$ cat config.mk
export PLATFORM = sky130hd
export DESIGN_NAME = gnn_debug_top
export DESIGN_NICKNAME = d
export VERILOG_FILES = /design/src/rtl/gnn_debug_pkg.sv /design/src/rtl/dbg_axil_decode.sv /design/src/rtl/dbg_event_monitor.sv /design/src/rtl/dbg_read_result.sv /design/src/rtl/gnn_debug_top.sv
export SDC_FILE = /design/constraint.sdc
export NUM_CORES = 1
export LEC_CHECK = 0
export BUFFER_PORTS_ARGS = -buffer_cell sky130_fd_sc_hd__buf_2
export CORE_MARGIN = 1
export CORE_UTILIZATION = 32
export DETAILED_ROUTE_END_ITERATION = 10
export PLACE_DENSITY_LB_ADDON = 0.05
export SYNTH_ARGS = -nofsm -noshare
export SYNTH_HDL_FRONTEND = slang
export SYNTH_HIERARCHICAL = 1
export SYNTH_SLANG_ARGS = --single-unit
$ cat constraint.sdc
create_clock -name clk -period 4.05 [get_ports clk]
set_input_delay 0.405 -clock clk [delete_from_list [all_inputs] [get_ports clk]]
set_output_delay 0.405 -clock clk [all_outputs]
set_load 0.02 [all_outputs]
$ cat src/rtl/gnn_debug_pkg.sv
package gnn_debug_pkg;

  localparam int NUM_SPARSE_DATA = 12;
  localparam int NUM_LANES       = 16;
  localparam int LANE_W          = 12;
  localparam int LANE_SEL_W      = $clog2(NUM_LANES);
  localparam int WH_ADDR_W       = 14;
  localparam int FEAT_ADDR_W     = 16;
  localparam int REG_ADDR_W      = 8;
  localparam int NUM_REGS        = 10;
  localparam int SEL_W           = $clog2(NUM_REGS + 1); // room for SEL_NONE.

  localparam logic [REG_ADDR_W-1:0] REG_ID          = 8'h00;
  localparam logic [REG_ADDR_W-1:0] REG_STATUS      = 8'h04;
  localparam logic [REG_ADDR_W-1:0] REG_CTRL        = 8'h08;
  localparam logic [REG_ADDR_W-1:0] REG_CAP_ADDR0   = 8'h0C;
  localparam logic [REG_ADDR_W-1:0] REG_CAP_ADDR1   = 8'h10;
  localparam logic [REG_ADDR_W-1:0] REG_CAP_DATA0   = 8'h14;
  localparam logic [REG_ADDR_W-1:0] REG_CAP_DATA1   = 8'h18;
  localparam logic [REG_ADDR_W-1:0] REG_CNT_LO      = 8'h1C;
  localparam logic [REG_ADDR_W-1:0] REG_CNT_HI      = 8'h20;
  localparam logic [REG_ADDR_W-1:0] REG_FEAT_THRESH = 8'h24;

  localparam logic [WH_ADDR_W-1:0]   CAP_ADDR0_RST   = 14'd10;
  localparam logic [WH_ADDR_W-1:0]   CAP_ADDR1_RST   = 14'd20;
  localparam logic [FEAT_ADDR_W-1:0] FEAT_THRESH_RST = 16'd43328;
  localparam logic [LANE_SEL_W-1:0]  CAP_LANE_RST    = 4'd2;

  typedef enum logic [1:0] {
    RESP_OKAY   = 2'b00,
    RESP_SLVERR = 2'b10
  } axil_resp_e;

  typedef enum logic [SEL_W-1:0] {
    SEL_ID, SEL_STATUS, SEL_CTRL, SEL_CAP_ADDR0, SEL_CAP_ADDR1,
    SEL_CAP_DATA0, SEL_CAP_DATA1, SEL_CNT_LO, SEL_CNT_HI, SEL_FEAT_THRESH,
    SEL_NONE
  } reg_sel_e;

endpackage

$ cat src/rtl/dbg_axil_decode.sv
module dbg_axil_decode (
  input  logic                                 clk,
  input  logic                                 rst_n,
  input  logic                                 s_awvalid_i,
  output logic                                 s_awready_o,
  input  logic [gnn_debug_pkg::REG_ADDR_W-1:0] s_awaddr_i,
  input  logic                                 s_wvalid_i,
  output logic                                 s_wready_o,
  input  logic [31:0]                          s_wdata_i,
  output logic                                 s_bvalid_o,
  input  logic                                 s_bready_i,
  output gnn_debug_pkg::axil_resp_e            s_bresp_o,
  input  logic                                 s_arvalid_i,
  output logic                                 s_arready_o,
  input  logic [gnn_debug_pkg::REG_ADDR_W-1:0] s_araddr_i,
  input  logic                                 rvalid_i,
  output logic                                 wr_pulse_o,
  output gnn_debug_pkg::reg_sel_e              wr_sel_o,
  output logic [31:0]                          wr_data_o,
  output logic                                 rd_pulse_o,
  output gnn_debug_pkg::reg_sel_e              rd_sel_o
);
  import gnn_debug_pkg::*;

  logic     wr_accept;
  logic     wr_legal;
  reg_sel_e aw_sel;

  function automatic reg_sel_e decode_sel(input logic [REG_ADDR_W-1:0] addr);
    reg_sel_e sel;
    case (addr)
      REG_ID:          sel = SEL_ID;
      REG_STATUS:      sel = SEL_STATUS;
      REG_CTRL:        sel = SEL_CTRL;
      REG_CAP_ADDR0:   sel = SEL_CAP_ADDR0;
      REG_CAP_ADDR1:   sel = SEL_CAP_ADDR1;
      REG_CAP_DATA0:   sel = SEL_CAP_DATA0;
      REG_CAP_DATA1:   sel = SEL_CAP_DATA1;
      REG_CNT_LO:      sel = SEL_CNT_LO;
      REG_CNT_HI:      sel = SEL_CNT_HI;
      REG_FEAT_THRESH: sel = SEL_FEAT_THRESH;
      default:         sel = SEL_NONE;
    endcase
    return sel;
  endfunction

  // write channel: AW and W are taken together.
  assign aw_sel    = decode_sel(s_awaddr_i);
  assign wr_legal  = aw_sel inside {SEL_CTRL, SEL_CAP_ADDR0, SEL_CAP_ADDR1, SEL_FEAT_THRESH};
  assign wr_accept = s_awvalid_i && s_wvalid_i && !s_bvalid_o; // stall while B pending.

  assign s_awready_o = wr_accept;
  assign s_wready_o  = wr_accept;

  assign wr_pulse_o = wr_accept && wr_legal; // illegal writes are dropped.
  assign wr_sel_o   = aw_sel;
  assign wr_data_o  = s_wdata_i;

  always_ff @(posedge clk or negedge rst_n) begin
    if (!rst_n) begin
      s_bvalid_o <= 1'b0;
    end else if (wr_accept) begin
      s_bvalid_o <= 1'b1;
    end else if (s_bready_i) begin
      s_bvalid_o <= 1'b0;
    end
  end

  always_ff @(posedge clk) begin
    if (wr_accept) begin
      s_bresp_o <= wr_legal ? RESP_OKAY : RESP_SLVERR;
    end
  end

  // read channel: one beat in flight at most.
  assign s_arready_o = !rvalid_i;
  assign rd_pulse_o  = s_arvalid_i && s_arready_o;
  assign rd_sel_o    = decode_sel(s_araddr_i);

endmodule

$ cat src/rtl/dbg_event_monitor.sv
module dbg_event_monitor (
  input  logic                                              clk,
  input  logic                                              rst_n,
  input  logic                                              wr_pulse_i,
  input  gnn_debug_pkg::reg_sel_e                           wr_sel_i,
  input  logic [31:0]                                       wr_data_i,
  input  logic                                              spmm_vld_i,
  input  logic                                              spmm_rdy_i,
  input  logic                                              dmvm_vld_i,
  input  logic                                              dmvm_rdy_i,
  input  logic                                              sm_vld_i,
  input  logic                                              sm_rdy_i,
  input  logic                                              aggr_vld_i,
  input  logic                                              aggr_rdy_i,
  input  logic                                              feat_wr_en_i,
  input  logic [gnn_debug_pkg::FEAT_ADDR_W-1:0]             feat_wr_addr_i,
  input  logic [gnn_debug_pkg::WH_ADDR_W-1:0]               wh_addr_i,
  input  logic [gnn_debug_pkg::NUM_LANES*gnn_debug_pkg::LANE_W-1:0] sppe_lanes_i,
  output logic [31:0]                                       status_o,
  output logic [31:0]                                       ctrl_o,
  output logic [31:0]                                       cap_addr0_o,
  output logic [31:0]                                       cap_addr1_o,
  output logic [31:0]                                       cap_data0_o,
  output logic [31:0]                                       cap_data1_o,
  output logic [31:0]                                       feat_thresh_o,
  output logic [63:0]                                       count_o
);
  import gnn_debug_pkg::*;

  logic [7:0]             hs_flags;
  logic [7:0]             hs_now;
  logic                   feat_flag;
  logic                   feat_hit;
  logic [63:0]            count;
  logic [LANE_W-1:0]      cap_data0;
  logic [LANE_W-1:0]      cap_data1;
  logic [LANE_W-1:0]      lane_val;
  logic [WH_ADDR_W-1:0]   cap_addr0;
  logic [WH_ADDR_W-1:0]   cap_addr1;
  logic [FEAT_ADDR_W-1:0] feat_thresh;
  logic [LANE_SEL_W-1:0]  cap_lane;
  logic                   clr;

  assign clr      = wr_pulse_i && (wr_sel_i == SEL_CTRL) && wr_data_i[0];
  assign hs_now   = {spmm_vld_i, spmm_rdy_i, dmvm_vld_i, dmvm_rdy_i,
                     sm_vld_i, sm_rdy_i, aggr_vld_i, aggr_rdy_i};
  assign feat_hit = feat_wr_en_i && (feat_wr_addr_i >= feat_thresh);
  assign lane_val = sppe_lanes_i[cap_lane*LANE_W +: LANE_W];

  // host configuration.
  always_ff @(posedge clk or negedge rst_n) begin
    if (!rst_n) begin
      cap_lane    <= CAP_LANE_RST;
      cap_addr0   <= CAP_ADDR0_RST;
      cap_addr1   <= CAP_ADDR1_RST;
      feat_thresh <= FEAT_THRESH_RST;
    end else if (wr_pulse_i) begin
      case (wr_sel_i)
        SEL_CTRL:        cap_lane    <= wr_data_i[4 +: LANE_SEL_W];
        SEL_CAP_ADDR0:   cap_addr0   <= wr_data_i[WH_ADDR_W-1:0];
        SEL_CAP_ADDR1:   cap_addr1   <= wr_data_i[WH_ADDR_W-1:0];
        SEL_FEAT_THRESH: feat_thresh <= wr_data_i[FEAT_ADDR_W-1:0];
        default: ;
      endcase
    end
  end

  // event state, clear wins over same-cycle events.
  always_ff @(posedge clk or negedge rst_n) begin
    if (!rst_n) begin
      hs_flags  <= '0;
      feat_flag <= 1'b0;
      count     <= '0;
      cap_data0 <= '0;
      cap_data1 <= '0;
    end else if (clr) begin
      hs_flags  <= '0;
      feat_flag <= 1'b0;
      count     <= '0;
      cap_data0 <= '0;
      cap_data1 <= '0;
    end else begin
      hs_flags  <= hs_flags | hs_now; // sticky.
      feat_flag <= feat_flag | feat_hit;
      count     <= count + 64'(sm_vld_i);
      if (spmm_rdy_i && (wh_addr_i == cap_addr0)) begin
        cap_data0 <= lane_val;
      end
      if (spmm_rdy_i && (wh_addr_i == cap_addr1)) begin
        cap_data1 <= lane_val;
      end
    end
  end

  assign status_o      = {23'b0, feat_flag, hs_flags};
  assign ctrl_o        = {{(28 - LANE_SEL_W){1'b0}}, cap_lane, 4'b0}; // bit 0 self clears.
  assign cap_addr0_o   = 32'(cap_addr0);
  assign cap_addr1_o   = 32'(cap_addr1);
  assign cap_data0_o   = 32'(cap_data0);
  assign cap_data1_o   = 32'(cap_data1);
  assign feat_thresh_o = 32'(feat_thresh);
  assign count_o       = count;

endmodule

$ cat src/rtl/dbg_read_result.sv
module dbg_read_result (
  input  logic                      clk,
  input  logic                      rst_n,
  input  logic                      rd_pulse_i,
  input  gnn_debug_pkg::reg_sel_e   rd_sel_i,
  input  logic [31:0]               status_i,
  input  logic [31:0]               ctrl_i,
  input  logic [31:0]               cap_addr0_i,
  input  logic [31:0]               cap_addr1_i,
  input  logic [31:0]               cap_data0_i,
  input  logic [31:0]               cap_data1_i,
  input  logic [31:0]               feat_thresh_i,
  input  logic [63:0]               count_i,
  output logic                      s_rvalid_o,
  output logic [31:0]               s_rdata_o,
  output gnn_debug_pkg::axil_resp_e s_rresp_o,
  input  logic                      s_rready_i
);
  import gnn_debug_pkg::*;

  logic [31:0] rd_word;
  logic [31:0] cnt_hi_shadow;

  always_comb begin
    case (rd_sel_i)
      SEL_ID:          rd_word = 32'(NUM_SPARSE_DATA);
      SEL_STATUS:      rd_word = status_i;
      SEL_CTRL:        rd_word = ctrl_i;
      SEL_CAP_ADDR0:   rd_word = cap_addr0_i;
      SEL_CAP_ADDR1:   rd_word = cap_addr1_i;
      SEL_CAP_DATA0:   rd_word = cap_data0_i;
      SEL_CAP_DATA1:   rd_word = cap_data1_i;
      SEL_CNT_LO:      rd_word = count_i[31:0];
      SEL_CNT_HI:      rd_word = cnt_hi_shadow; // latched by the CNT_LO read.
      SEL_FEAT_THRESH: rd_word = feat_thresh_i;
      default:         rd_word = '0;
    endcase
  end

  always_ff @(posedge clk or negedge rst_n) begin
    if (!rst_n) begin
      s_rvalid_o    <= 1'b0;
      cnt_hi_shadow <= '0;
    end else if (rd_pulse_i) begin
      s_rvalid_o <= 1'b1;
      if (rd_sel_i == SEL_CNT_LO) begin
        cnt_hi_shadow <= count_i[63:32];
      end
    end else if (s_rready_i) begin
      s_rvalid_o <= 1'b0;
    end
  end

  // beat payload, held until the next accept.
  always_ff @(posedge clk) begin
    if (rd_pulse_i) begin
      s_rdata_o <= rd_word;
      s_rresp_o <= (rd_sel_i == SEL_NONE) ? RESP_SLVERR : RESP_OKAY;
    end
  end

endmodule

$ cat src/rtl/gnn_debug_top.sv
module gnn_debug_top (
  input  logic                                              clk,
  input  logic                                              rst_n,
  input  logic                                              s_awvalid_i,
  output logic                                              s_awready_o,
  input  logic [gnn_debug_pkg::REG_ADDR_W-1:0]              s_awaddr_i,
  input  logic                                              s_wvalid_i,
  output logic                                              s_wready_o,
  input  logic [31:0]                                       s_wdata_i,
  output logic                                              s_bvalid_o,
  input  logic                                              s_bready_i,
  output gnn_debug_pkg::axil_resp_e                         s_bresp_o,
  input  logic                                              s_arvalid_i,
  output logic                                              s_arready_o,
  input  logic [gnn_debug_pkg::REG_ADDR_W-1:0]              s_araddr_i,
  output logic                                              s_rvalid_o,
  input  logic                                              s_rready_i,
  output logic [31:0]                                       s_rdata_o,
  output gnn_debug_pkg::axil_resp_e                         s_rresp_o,
  input  logic                                              spmm_vld_i,
  input  logic                                              spmm_rdy_i,
  input  logic                                              dmvm_vld_i,
  input  logic                                              dmvm_rdy_i,
  input  logic                                              sm_vld_i,
  input  logic                                              sm_rdy_i,
  input  logic                                              aggr_vld_i,
  input  logic                                              aggr_rdy_i,
  input  logic                                              feat_wr_en_i,
  input  logic [gnn_debug_pkg::FEAT_ADDR_W-1:0]             feat_wr_addr_i,
  input  logic [gnn_debug_pkg::WH_ADDR_W-1:0]               wh_addr_i,
  input  logic [gnn_debug_pkg::NUM_LANES*gnn_debug_pkg::LANE_W-1:0] sppe_lanes_i
);
  import gnn_debug_pkg::*;

  logic        wr_pulse;
  reg_sel_e    wr_sel;
  logic [31:0] wr_data;
  logic        rd_pulse;
  reg_sel_e    rd_sel;
  logic [31:0] status;
  logic [31:0] ctrl;
  logic [31:0] cap_addr0;
  logic [31:0] cap_addr1;
  logic [31:0] cap_data0;
  logic [31:0] cap_data1;
  logic [31:0] feat_thresh;
  logic [63:0] count;

  dbg_axil_decode u_decode (
    .clk, .rst_n,
    .s_awvalid_i, .s_awready_o, .s_awaddr_i,
    .s_wvalid_i, .s_wready_o, .s_wdata_i,
    .s_bvalid_o, .s_bready_i, .s_bresp_o,
    .s_arvalid_i, .s_arready_o, .s_araddr_i,
    .rvalid_i   (s_rvalid_o), // R channel busy.
    .wr_pulse_o (wr_pulse), .wr_sel_o (wr_sel), .wr_data_o (wr_data),
    .rd_pulse_o (rd_pulse), .rd_sel_o (rd_sel)
  );

  dbg_event_monitor u_monitor (
    .clk, .rst_n,
    .wr_pulse_i (wr_pulse), .wr_sel_i (wr_sel), .wr_data_i (wr_data),
    .spmm_vld_i, .spmm_rdy_i, .dmvm_vld_i, .dmvm_rdy_i,
    .sm_vld_i, .sm_rdy_i, .aggr_vld_i, .aggr_rdy_i,
    .feat_wr_en_i, .feat_wr_addr_i, .wh_addr_i, .sppe_lanes_i,
    .status_o (status), .ctrl_o (ctrl),
    .cap_addr0_o (cap_addr0), .cap_addr1_o (cap_addr1),
    .cap_data0_o (cap_data0), .cap_data1_o (cap_data1),
    .feat_thresh_o (feat_thresh), .count_o (count)
  );

  dbg_read_result u_result (
    .clk, .rst_n,
    .rd_pulse_i (rd_pulse), .rd_sel_i (rd_sel),
    .status_i (status), .ctrl_i (ctrl),
    .cap_addr0_i (cap_addr0), .cap_addr1_i (cap_addr1),
    .cap_data0_i (cap_data0), .cap_data1_i (cap_data1),
    .feat_thresh_i (feat_thresh), .count_i (count),
    .s_rvalid_o, .s_rdata_o, .s_rresp_o, .s_rready_i
  );

endmodule

* Word level (Yosys, flattened, before mapping)
Index checks and enable logic that the tools add are counted.
Storage, ports and cells: logic and storage cells 95, input port bits 286, register bits after elaboration 215, output and inout bits 41
Operators by class: $mul 1, order comparisons 1, bitwise operators 2, add/sub/neg operators 1, equal/unequal tests 34, shift operators 1, reduce and logical (&&, ||, !) cells 24, multiplexer cells 16
Operators by type and width (number):
- $pmux 32 s10 | 1
- $shiftx 192x9->12 | 1
- $pmux 4 s10 | 2
- $add 64x1->64 | 1
- $eq 8x5->1 const B | 8
- $mux 64 | 1
- $mux 12 | 4
- $eq 8x4->1 const B | 4
- $eq 8x6->1 const B | 4
- $eq 14x14->1 | 2
- $eq 4x3->1 const B | 5
- $eq 4x2->1 const B | 4
- $eq 4x4->1 const B | 4
- $eq 8x3->1 const B | 2
- $ge 16x16->1 | 1
- $logic_not 8->1 | 2
- $reduce_and 2->1 | 5
- $logic_and 1x1->1 | 9
- $mux 8 | 1
- $or 8x8->8 | 1
- $reduce_bool 2->1 | 4
- $mul 4x2->6 const B | 1
- $mux 1 | 5
- $eq 4x1->1 const B | 1
- 5 further kinds | 7

* Logic depth before layout (Yosys ltp)
word-level depth 8, gate-level depth with buffers 11, mapped depth without buffers 8

* By module
Netlist, hierarchy kept.
By module, submodules not included:
- dbg_event_monitor | instances 1, area an instance 9545.4 um2, seq. area each 3641.0 um2, cells an instance 892
- dbg_read_result | instances 1, area an instance 4475.5 um2, seq. area each 1816.7 um2, cells an instance 403
- dbg_axil_decode | instances 1, area an instance 474.2 um2, seq. area each 55.1 um2, cells an instance 64

* Worst setup path after synthesis
OpenSTA, ideal clock, no wires.
kind flip-flop to flip-flop, start point reg u_result.s_rvalid_o, end point reg u_result.cnt_hi_shadow[6], buffers on the path 1, arrival time 3061 ps, cell stages (with the launch flop) 5, setup time 128 ps, clock period less this slack 3189 ps, data required time 3922 ps, setup slack 861 ps, path through dfrtp_1 > nor2b_1 > nand4_1 > buf_2 > mux2_1
On the way: cells in the longest elaborated chain, start to end 3
RTL lines:
- start: declaration | RTL line dbg_read_result.sv:14 | output logic s_rvalid_o,
- start signal: assignment | RTL line dbg_read_result.sv:42 | s_rvalid_o <= 1'b0;
- start signal: assignment | RTL line dbg_read_result.sv:45 | s_rvalid_o <= 1'b1;
- start signal: assignment | RTL line dbg_read_result.sv:50 | s_rvalid_o <= 1'b0;
- $logic_not 1->1 | RTL line dbg_axil_decode.sv:76 | assign s_arready_o = !rvalid_i;
- $logic_and 1x1->1 | RTL line dbg_axil_decode.sv:77 | assign rd_pulse_o = s_arvalid_i && s_arready_o;
- named net rd_pulse | RTL line gnn_debug_top.sv:38 | logic rd_pulse;
- $reduce_and 2->1 (no source line)
- end signal: assignment | RTL line dbg_read_result.sv:47 | cnt_hi_shadow <= count_i[63:32];
- end: declaration | RTL line dbg_read_result.sv:22 | logic [31:0] cnt_hi_shadow;
The timed path passes the listed nets, and every way through them passes these cells. A chain may end at the register's enable or synchronous reset.

* Final worst setup path
start point in s_araddr_i[1] (netlist name), end point reg u_result.s_rdata_o[0] (data pin)
On the way: cells in the longest elaborated chain, start to end 4, elaborated cells on any way between the ends 22, classes of those cells 18 x eq/ne; 2 x mux; 2 x reduce/logical
RTL lines:
- start: declaration | RTL line gnn_debug_top.sv:15 | input logic [gnn_debug_pkg::REG_ADDR_W-1:0] s_araddr_i,
- $eq 8x6->1, or another cell as far along | RTL line dbg_axil_decode.sv:31 | case (addr)
- $pmux 4 s10 * | RTL line dbg_axil_decode.sv:31
- named net rd_sel[3] | RTL line gnn_debug_top.sv:39 | reg_sel_e rd_sel;
- $eq 4x4->1, or another cell as far along | RTL line dbg_read_result.sv:25 | case (rd_sel_i)
- $pmux 32 s10 * | RTL line dbg_read_result.sv:25
- named net u_result.rd_word[0] | RTL line dbg_read_result.sv:21 | logic [31:0] rd_word;
- end signal: assignment | RTL line dbg_read_result.sv:57 | s_rdata_o <= rd_word;
- end: declaration | RTL line dbg_read_result.sv:15 | output logic [31:0] s_rdata_o,
Mark *: on every way through the listed nets, which the timed path passes. The rest lies on a longest branch.

==> impl_results.html <==
<table>
<tr><th>Metric</th><th>Value</th></tr>
<tr><th colspan="2">Finish</th></tr>
<tr><td>Area added between synthesis and finish</td><td>17.2%</td></tr>
<tr><td>Post-Route Utilization</td><td>a little under two fifths</td></tr>
<tr><td>Share of cells above drive strength 1</td><td>between 30 and 40%</td></tr>
<tr><td>Final nets</td><td>1,914</td></tr>
<tr><th colspan="2">Placement</th></tr>
<tr><td>HPWL after DPL</td><td>approximately 36,000 µm</td></tr>
<tr><td>Routability congestion estimate</td><td>0.872</td></tr>
<tr><td>Number of buffers inserted by port buffering</td><td>approximately 310</td></tr>
<tr><td>Worst slack at placement</td><td>between 0.7 and 0.8 ns</td></tr>
<tr><th colspan="2">Timing</th></tr>
<tr><td>Final setup slack of the worst path</td><td>between 1 and 1.5 ns</td></tr>
<tr><td>Number of pins with negative max-slew slack in the final report</td><td>0</td></tr>
<tr><td>Slew of the pin with the lowest slew margin</td><td>approximately 1.1 ns</td></tr>
<tr><td>Post-route clock skew</td><td>approximately 0.023 ns</td></tr>
<tr><td>Number of hold-slack violations in the final timing report</td><td>0</td></tr>
<tr><td>Period Utilization, post-route</td><td>68.9%</td></tr>
<tr><td>Finish-stage setup viols</td><td>0</td></tr>
<tr><td>Fmax</td><td>between 0.3 and 0.4 GHz</td></tr>
<tr><td>Slew HR</td><td>29.7%</td></tr>
<tr><td>Setup_tns</td><td>0 ns</td></tr>
<tr><td>Period minus WS final</td><td>2.79 ns</td></tr>
<tr><td>Setup repair after global routing missed its margin</td><td>no</td></tr>
<tr><th colspan="2">Die</th></tr>
<tr><td>Number of primary I/O pins</td><td>about 330</td></tr>
<tr><td>Initial core utilization</td><td>between 30 and 40%</td></tr>
<tr><td>Placeable core region</td><td>around 0.044 mm²</td></tr>
<tr><td>Die Area</td><td>~0.046 mm²</td></tr>
<tr><td>Chip height</td><td>about 210 µm</td></tr>
<tr><td>Die width</td><td>between 200 and 250 µm</td></tr>
<tr><td>Total number of placement rows</td><td>77</td></tr>
<tr><th colspan="2">Clocking</th></tr>
<tr><td>Buffer type at the clock tree root</td><td>sky130_fd_sc_hd__clkbuf_16</td></tr>
<tr><td>Worst-case clock buffer depth</td><td>3</td></tr>
<tr><td>Clock Sinks</td><td>around 210</td></tr>
<tr><td>Total setup buffers inserted after CTS</td><td>0</td></tr>
<tr><td>H-tree levels</td><td>1</td></tr>
<tr><td>TritonCTS clock tree</td><td>built</td></tr>
<tr><td>Clock latency on the worst-skew pair</td><td>about 0.57 ns</td></tr>
<tr><td>Number of CTS-inserted buffers</td><td>28</td></tr>
<tr><td>CTS clock-pin slew for the worst setup and hold paths</td><td>approximately 0.060 ns</td></tr>
<tr><th colspan="2">Global routing</th></tr>
<tr><td>Gr ovfl total</td><td>0</td></tr>
<tr><td>Global routing usage summed across all routing layers</td><td>21.0%</td></tr>
<tr><td>Global-route wire length before repair</td><td>~73,000 µm</td></tr>
<tr><td>Vias in the first global route</td><td>11.7k</td></tr>
<tr><td>Maximum number of pins on one net before global-route repair</td><td>a little under 100</td></tr>
<tr><td>Initial antenna violation count</td><td>4</td></tr>
<tr><th colspan="2">Drt</th></tr>
<tr><td>Total iterations of the first detailed-routing run</td><td>5</td></tr>
<tr><td>Wire length reported by the detailed router</td><td>48,400 µm</td></tr>
<tr><td>DR DRC count</td><td>0</td></tr>
<tr><td>Routed wire length per instance</td><td>around 22 µm</td></tr>
<tr><td>Vias per std cell</td><td>around 5.1</td></tr>
<tr><td>Antenna-violating nets left</td><td>0</td></tr>
<tr><td>Drt initial violations</td><td>around 600</td></tr>
<tr><td>Routed via count</td><td>between 10k and 15k</td></tr>
<tr><th colspan="2">Power and ir drop</th></tr>
<tr><td>Power per standard cell area</td><td>between 300 and 400 mW/mm²</td></tr>
<tr><td>Maximum vdd drop</td><td>around 280 µV</td></tr>
<tr><td>PnR Total Power</td><td>5.40 mW</td></tr>
<tr><td>Leakage</td><td>approximately 7.7 nW</td></tr>
<tr><th colspan="2">Logic synthesis</th></tr>
<tr><td>YS warnings</td><td>6</td></tr>
<tr><td>Mean instance size in the synthesized netlist</td><td>approximately 11 µm²</td></tr>
<tr><td>Cell area after synthesis</td><td>roughly 0.014 mm²</td></tr>
<tr><td>Post-Synthesis Cells</td><td>about 1.3k</td></tr>
<tr><th colspan="2">Worst setup path</th></tr>
<tr><td>Largest driver fanout on the critical path</td><td>12</td></tr>
<tr><td>Type of the worst setup path</td><td>in -&gt; reg</td></tr>
<tr><td>Critical path data required time</td><td>~4.4 ns</td></tr>
<tr><td>Endpoint class of the critical path</td><td>register</td></tr>
<tr><td>Critical Path Start Type</td><td>input pin</td></tr>
<tr><td>Arrival time of the worst setup path</td><td>roughly 3 ns</td></tr>
<tr><th colspan="2">Flow run</th></tr>
<tr><td>Max-capacitance violation count</td><td>0</td></tr>
<tr><th colspan="2">Min path</th></tr>
<tr><td>Class of the worst hold path</td><td>in -&gt; reg</td></tr>
<tr><th colspan="2">Run status</th></tr>
<tr><td>Status</td><td>finished clean</td></tr>
</table>
## repair_timing
item	CTS	global route
endpoints found under the hold margin	25	0
gates resized for setup	0	0
hold buffers	2	0
## worst paths after layout
path / start / end / slack (ns) / depth (start not counted)
max reg2reg: u_monitor/count_o[5] / u_monitor/count_o[43] / 1.32 / 5
max: s_araddr_i[1] / u_result/s_rdata_o[0] / 1.26 / 8
min: spmm_vld_i / u_monitor/hs_flags[7] / 0.06 / 3
max in group asynchronous: rst_n / u_monitor/count_o[22] / 2.58 / 3
min in group asynchronous: rst_n / u_monitor/count_o[61] / 0.46 / 2
min reg2reg: u_monitor/cap_data1[4] / u_monitor/cap_data1[4] / 0.51 / 1
## through the flow
step           cell area [µm²]  instances  hold slack, ns
6_report                 16800       2226          0.0556
4_1_cts                  16800       2223          0.0290
3_3_place_gp             15900       2170           0.481
5_1_grt                  16800       2226          0.0574
2_1_floorplan            14900       1485           0.109
3_5_place_dp             15900       2170           0.492
## worst max-delay path, stage by stage
cell and delay [ns]:
sky130_fd_sc_hd__buf_2 0.09, sky130_fd_sc_hd__nor4_1 0.60, sky130_fd_sc_hd__nand2b_1 0.15, sky130_fd_sc_hd__nor2_1 0.40, sky130_fd_sc_hd__buf_4 0.27, sky130_fd_sc_hd__nand2b_1 0.58, sky130_fd_sc_hd__o22ai_1 0.24, sky130_fd_sc_hd__a211o_1 0.33
## final cells by class
cell class	count	area [µm²]
clock buffer	44	862
tap	592	741
clock inverter	7	97.6
inverter	33	124
timing repair buffer	339	1800
multi-input combinational	995	7700
antenna	3	7.51
fill	4448	27400
sequential	213	5520
## layer usage
layer	vias up	global-route usage [%]	wire length (µm)
met5	-	0	0
met4	0	5.35	913
met3	52	3.08	2270
met2	287	35.5	23400
met1	5573	28.2	21900
li1	5330	-	-
## cell usage in the layout, fill, tap and decap left out, drive strengths merged, types with 29 or more instances in the layout
master and count:
inv 34, a22o 30, or4 29, clkbuf 45, nand3 30, buf 336
mux2 97, nor2 61, nand4 40, nand2 67, xnor2 37, a22oi 112
edfxtp 34, dfrtp 169, mux4 49, conb 145
## sequential cells by signal, summed over array words and instances, names as in the netlist
register                cells
u_monitor/feat_flag         1
u_monitor/feat_thresh      16
u_monitor/cap_lane          4
u_decode/s_bvalid_o         1
u_monitor/cap_data1        12
u_monitor/cap_addr1        14
u_monitor/cap_data0        12
u_result/s_rdata_o         32
u_result/s_rresp_o          1
u_monitor/hs_flags          8
u_result/s_rvalid_o         1
u_result/cnt_hi_shadow     32
u_monitor/count_o          64
u_monitor/cap_addr0        14
u_decode/s_bresp_o          1
## power by group
group	internal (mW)	leakage (nW)	total, mW	switching, mW
sequential	2.24	2.71	2.30	0.0630
combinational	0.242	4.47	0.536	0.294
clock	1.58	0.475	2.56	0.984
total	4.06	7.65	5.40	1.34
No activity file was read; power rests on OpenSTA's default activity.
